## src/design/masked_mult_defines.svh

```systemverilog
// Masked ML-DSA multiplier constants
// Modulus, share and product widths, Barrett constants, pipeline depth
// and the LFSR seed shared by the RTL and the testbench

`ifndef MASKED_MULT_DEFINES_SVH
`define MASKED_MULT_DEFINES_SVH

// ML-DSA prime q = 2^23 - 2^13 + 1
`define MM_Q 32'd8380417

// One reduced share fits in 23 bits
`define MM_Q_WIDTH 23

// An unreduced product share of up to 2*(q-1)^2 + q stays below 2^48
`define MM_WIDTH 48

// Barrett shift and mu = floor(2^48 / q)
`define MM_BARRETT_K 48
`define MM_BARRETT_MU 26'd33587228
`define MM_BARRETT_MU_WIDTH 26

// Input strobe to output strobe takes 2 multiply, 3 reduce and 1 output register cycles
`define MM_PIPE_LATENCY 6

// Nonzero start state of the masking LFSR
`define MM_LFSR_SEED 23'h5a3c71

`endif

```

## src/design/masked_mult_pkg.sv

```systemverilog
// Masked multiplier type package
// Share and unreduced product types used on every datapath port

`include "masked_mult_defines.svh"

package masked_mult_pkg;

    // ========================================
    // Datapath types
    // ========================================

    // One arithmetic share kept below q on every module boundary
    typedef logic [`MM_Q_WIDTH-1:0] share_t;

    // One unreduced share out of the share multiplier
    // It holds two cross products plus the mask for at most 2*(q-1)^2 + q
    typedef logic [`MM_WIDTH-1:0] wide_t;

endpackage

```

## src/design/mask_rng.sv

```systemverilog
// Masking value generator
// Free-running 23-bit Fibonacci LFSR folded below q, one fresh mask per cycle

`include "masked_mult_defines.svh"

module mask_rng (
    input  logic                     clk,
    input  logic                     reset_n,
    input  logic                     zeroize,
    output masked_mult_pkg::share_t  rnd
);

    // Raw LFSR state that is never zero while running
    logic [`MM_Q_WIDTH-1:0] lfsr;
    logic                   feedback;
    // LFSR state brought into [0, q)
    masked_mult_pkg::share_t folded;

    // Taps 23 and 18 give a maximal-length sequence (x^23 + x^18 + 1)
    assign feedback = lfsr[22] ^ lfsr[17];

    // 2^23 - q is below q, so a single subtraction always lands below q
    always_comb begin
        if (lfsr >= `MM_Q_WIDTH'(`MM_Q)) begin
            folded = lfsr - `MM_Q_WIDTH'(`MM_Q);
        end else begin
            folded = lfsr;
        end
    end

    // ========================================
    // State and output register
    // ========================================

    always_ff @(posedge clk or negedge reset_n) begin
        if (!reset_n) begin
            lfsr <= `MM_LFSR_SEED;
            rnd  <= '0;
        end else if (zeroize) begin
            // Zeroize restarts the sequence from the seed
            lfsr <= `MM_LFSR_SEED;
            rnd  <= '0;
        end else begin
            lfsr <= {lfsr[21:0], feedback};
            // Registered so the consumer sees a stable mask for the whole cycle
            rnd  <= folded;
        end
    end

endmodule

```

## config.mk

```make
export PLATFORM = sky130hd
export DESIGN_NAME = mask_rng
export DESIGN_NICKNAME = d
export VERILOG_FILES = /design/src/design/masked_mult_pkg.sv /design/src/design/mask_rng.sv
export VERILOG_INCLUDE_DIRS = /design/src /design/src/design
export SDC_FILE = /design/constraint.sdc
export NUM_CORES = 1
export LEC_CHECK = 0
export ABC_AREA = 1
export BUFFER_PORTS_ARGS = -buffer_cell sky130_fd_sc_hd__buf_2
export CAP_MARGIN = 20
export CELL_PAD_IN_SITES_DETAIL_PLACEMENT = 1
export CELL_PAD_IN_SITES_GLOBAL_PLACEMENT = 1
export CORE_ASPECT_RATIO = 1.4
export CORE_MARGIN = 2
export CORE_UTILIZATION = 47
export DETAILED_ROUTE_END_ITERATION = 8
export HOLD_SLACK_MARGIN = 0.06
export MAX_ROUTING_LAYER = met4
export PLACE_DENSITY_LB_ADDON = 0.1
export SLEW_MARGIN = 40
export SYNTH_ARGS = -nofsm -noshare
export SYNTH_HDL_FRONTEND = slang
export SYNTH_SLANG_ARGS = --single-unit
```

## constraint.sdc

```tcl
create_clock -name clk -period 4.2 [get_ports clk]
set_input_delay 0.84 -clock clk [delete_from_list [all_inputs] [get_ports clk]]
set_output_delay 0.84 -clock clk [all_outputs]
set_load 0.1 [all_outputs]
```

# Word-level counts from Yosys, hierarchy flattened
# Cells that the tools add are included.
[classes]
add_sub_neg = 1
n_lt_le_gt_ge = 1
bitwise = 1
n_mux = 3
[ops]
columns = ["operator", "n"]
rows = [
  ["23-bit 2-to-1 mux", 3],
  ["23-bit >= comparator, second input constant", 1],
  ["23-bit subtractor, second input constant", 1],
  ["1-bit XOR", 1],
]
[word_totals]
regBits = 46
out_inout_bits = 23
input_bits = 3

# Depth between registers and ports, before layout
[logic_depth]
word_depth = 3
mapped_depth = 10
mapped_depth_nobuf = 10

# Least setup slack after synthesis
# Ideal clock, no wire load.
[synth_timing]
path_type = "register to output"
from = "reg rnd[0]"
to = "out rnd[0]"
arrival_time_ns = 0.883
slack_ns = 2.477
path_stages_with_launch = 1
cell_sequence = "dfrtp_1"
[synth_rtl]
columns = ["item", "line_no", "rtl"]
rows = [
  ["start: declaration", "mask_rng.sv:10", "output masked_mult_pkg::share_t rnd"],
  ["start signal: assignment", "mask_rng.sv:46", "rnd <= folded;"],
]
# No word-level cell between the ends.

# Final worst setup path
[layout_timing]
from = "reg rnd[20]"
to = "out rnd[20]"
# No word-level cell between the ends.

==> out/metrics.yaml <==
outcome: "finished, final reports clean"
synthMuxAreaShare_pct: 0
tritoncts: "done"
r2r_cells: 8
cp-start-kind: "register"
post_cts_buffers: 0
timing.rr.start: "lfsr[0]"
cts_buffer_depth: 2
antenna_cells: 0
cts_hold_buf: 0
slew_viol_final: 0
leakage_nw: 1.30
slew_headroom_pct: 62.4
clkSlewWorstSetupHoldPaths_ns: 0.09
power.internal_uw: 683
max_freq_mhz: 529
netlist-cell-type-count: 26
critPathLaunch: "rnd[20]"
drive_above_1_share_pct: 23.6
avgRoutedWirePerCell_um: 14.8
critPathMaxStageDelay_ns: 0.42
synth_top_family_by_area: "simple AND/OR/NAND/NOR gates"
root_buffer: "clkbuf_8"
reg2reg_slack_ns: 2.40
cts_buffers: 5
cpLargestDelayFamily: "buffers and inverters"
vias: 1774
netlist_area_mm2: 0.00225
synthSimpleGateAreaFrac_pct: 33.4
routed_via_density: 5.07
cp_cell_sequence: "buf_2"
overflow: 0
hold_start: "lfsr[5]"
p_comb_share_pct: 18.2
syn_inst: 263
p_switching_uw: 310
synth_seq_cells: 46
worstMarginPinSlew_ns: 0.564
path_depth: 1
syn_area_per_cell_um2: 8.56
ant_nets: 0
htreeDepth: 2
antenna_found_initial: 0
areaGrowthSynthToFinish_pct: 12.0
ys_seq_area_share_pct: 51.8
p_seq_share_pct: 49.6
syn_nets: 268
whs_path_depth: 2
max_cap_violations: 0
yosysWarnings: 0
grt_usage_pct: 22.1
min_path_type: "register to register"
die_w_um: 62.5
dpl_cell_area_mm2: 0.00241
gp_congestion: 0.832
design_area_mm2: 0.00252
finalSetupTns_ns: 0
path_class: "register to primary output"
rows: 29
grt_pass1_wl_um: 8820
insertion_delay_ns: 0.30
core-area_mm2: 0.00457
drcViolationCount: 0
finalSetupViolations: 0
post-dp-hpwl_um: 3790
synthXorXnorAreaFrac_pct: 2.72
cts_sinks: 46
drt_iter0_markers: 39
stdcell_count: 350
timing.hold.ws_ns: 0.499
initial_core_util_pct: 49.2
routed_wl_um: 5170
synth_compound_gate_area_share_pct: 3.67
fin_crit_sh_pct: 45.0
critPathArrivalTime_ns: 1.05
crit_required_ns: 3.36
finalHoldViolCount: 0
totalPowerFinal_uw: 992
cpMaxStageDelayCell: "buf_2"
switching_share_pct: 31.2
ios: 26
post-route-min-period_ns: 1.89
rsz0062_at_grt: "false"
die_h_um: 85.9
fin_nets: 292
portBuffers: 25
synth-adder-area-share_pct: 1.11
irDropWorstVdd_uv: 222
dr.pass1.iters: 4
cts.repair.resized: 0
die_area_mm2: 0.00537
finClkSkew_ns: 0.0115
p_per_area_mw_per_mm2: 394
dpl.cell_count: 342
clkPwrFrac_pct: 32.2
grt_pass1_vias: 1872
grt_max_degree: 47
endpoint_kind: "primary output"
crit_fanout: 1
path_buf_inv: 1
-- cells by family after synthesis --
| group | after synthesis |
|---|---|
| flops | 46 |
| compound gates | 15 |
| xor+xnor | 7 |
| buf+inv | 41 |
| fa+ha+maj | 2 |
| simple gates | 152 |
-- layout make-up --
| cell class | instances | area, µm² |
|---|---|---|
| multi-input cells | 176 | 920 |
| clock inverters | 1 | 30.0 |
| well taps | 62 | 77.6 |
| clock buffers | 7 | 76.3 |
| fillers | 573 | 2050 |
| flip-flops and latches | 46 | 1170 |
| repair buffers | 25 | 128 |
| inverters | 33 | 124 |
-- placed cells by master, fill, tap and decap left out, types with 3 or more instances in the layout --
master,n
nor3_1,4
inv_1,32
or2_2,3
dfrtp_1,34
a21oi_1,10
nand2_1,64
nor2_4,5
nand3_4,3
clkbuf_8,5
nand2_2,3
nand4_1,15
buf_2,24
xor2_1,6
nor2_2,5
nand3_1,9
nor2_1,38
dfstp_2,12
-- registers in the layout (all words and copies together), names as in the netlist --
| signal | count |
|---|---|
| lfsr | 23 |
| rnd | 23 |
-- synthesized netlist by cell type --
library cell	count	area share, %
nand2_1	64	11
nor2_1	38	6.3
dfrtp_1	34	38
inv_1	32	5.3
nand4_1	15	4.2
dfstp_2	12	14
a21oi_1	10	2.2
nand3_1	9	2.0
xor2_1	6	2.3
nor2_2	5	1.4
nor2_4	5	2.5
clkbuf_1	4	0.67
nor3_1	4	0.89
buf_2	3	0.67
nand2_2	3	0.83
nand3_4	3	2.3
or2_2	3	0.83
a21oi_2	2	0.78
ha_1	2	1.1
nand3_2	2	0.89
o21ai_0	2	0.44
buf_6	1	0.50
inv_2	1	0.17
nand2_4	1	0.50
o21ai_1	1	0.22
xnor2_1	1	0.39
-- through the flow --
step / worst slack (ns) / utilization, %
after floorplan: 2.48 / -
after global placement: 2.15 / 52.8
after detailed placement: 2.11 / 52.8
after CTS: 2.29 / 55.1
after global routing: 2.25 / 55.1
final: 2.31 / 55.1
-- tightest hold or removal path, stage by stage, from the launching register on --
cell     delay [ns]
dfstp_2        0.41
inv_1          0.05
nand2_1        0.04
-- per-layer routing --
metal / GRT usage (%) / wire length (µm) / up-vias
met5: - / 0 / -
met4: 8.69 / 105 / 0
met3: 3.15 / 118 / 8
met2: 41.7 / 2850 / 31
met1: 23.1 / 2100 / 867
li1: - / - / 868
-- worst paths after layout --
kind / to
worst min register to register: lfsr[6]
worst min-delay path: lfsr[6]
min in group asynchronous: rnd[8]
max in group asynchronous: lfsr[20]
worst max register to register: rnd[14]
worst max-delay path: rnd[20]
-- power by group through the flow --
stage | combinational, mW | sequential [mW] | clock [mW]
after floorplan | 0.0557 | 0.584 | 0
after global placement | 0.179 | 0.500 | 0
after detailed placement | 0.183 | 0.500 | 0
after CTS | 0.183 | 0.492 | 0.330
after global routing | 0.195 | 0.496 | 0.342
final | 0.180 | 0.492 | 0.320
No activity file was read; power rests on OpenSTA's default activity.
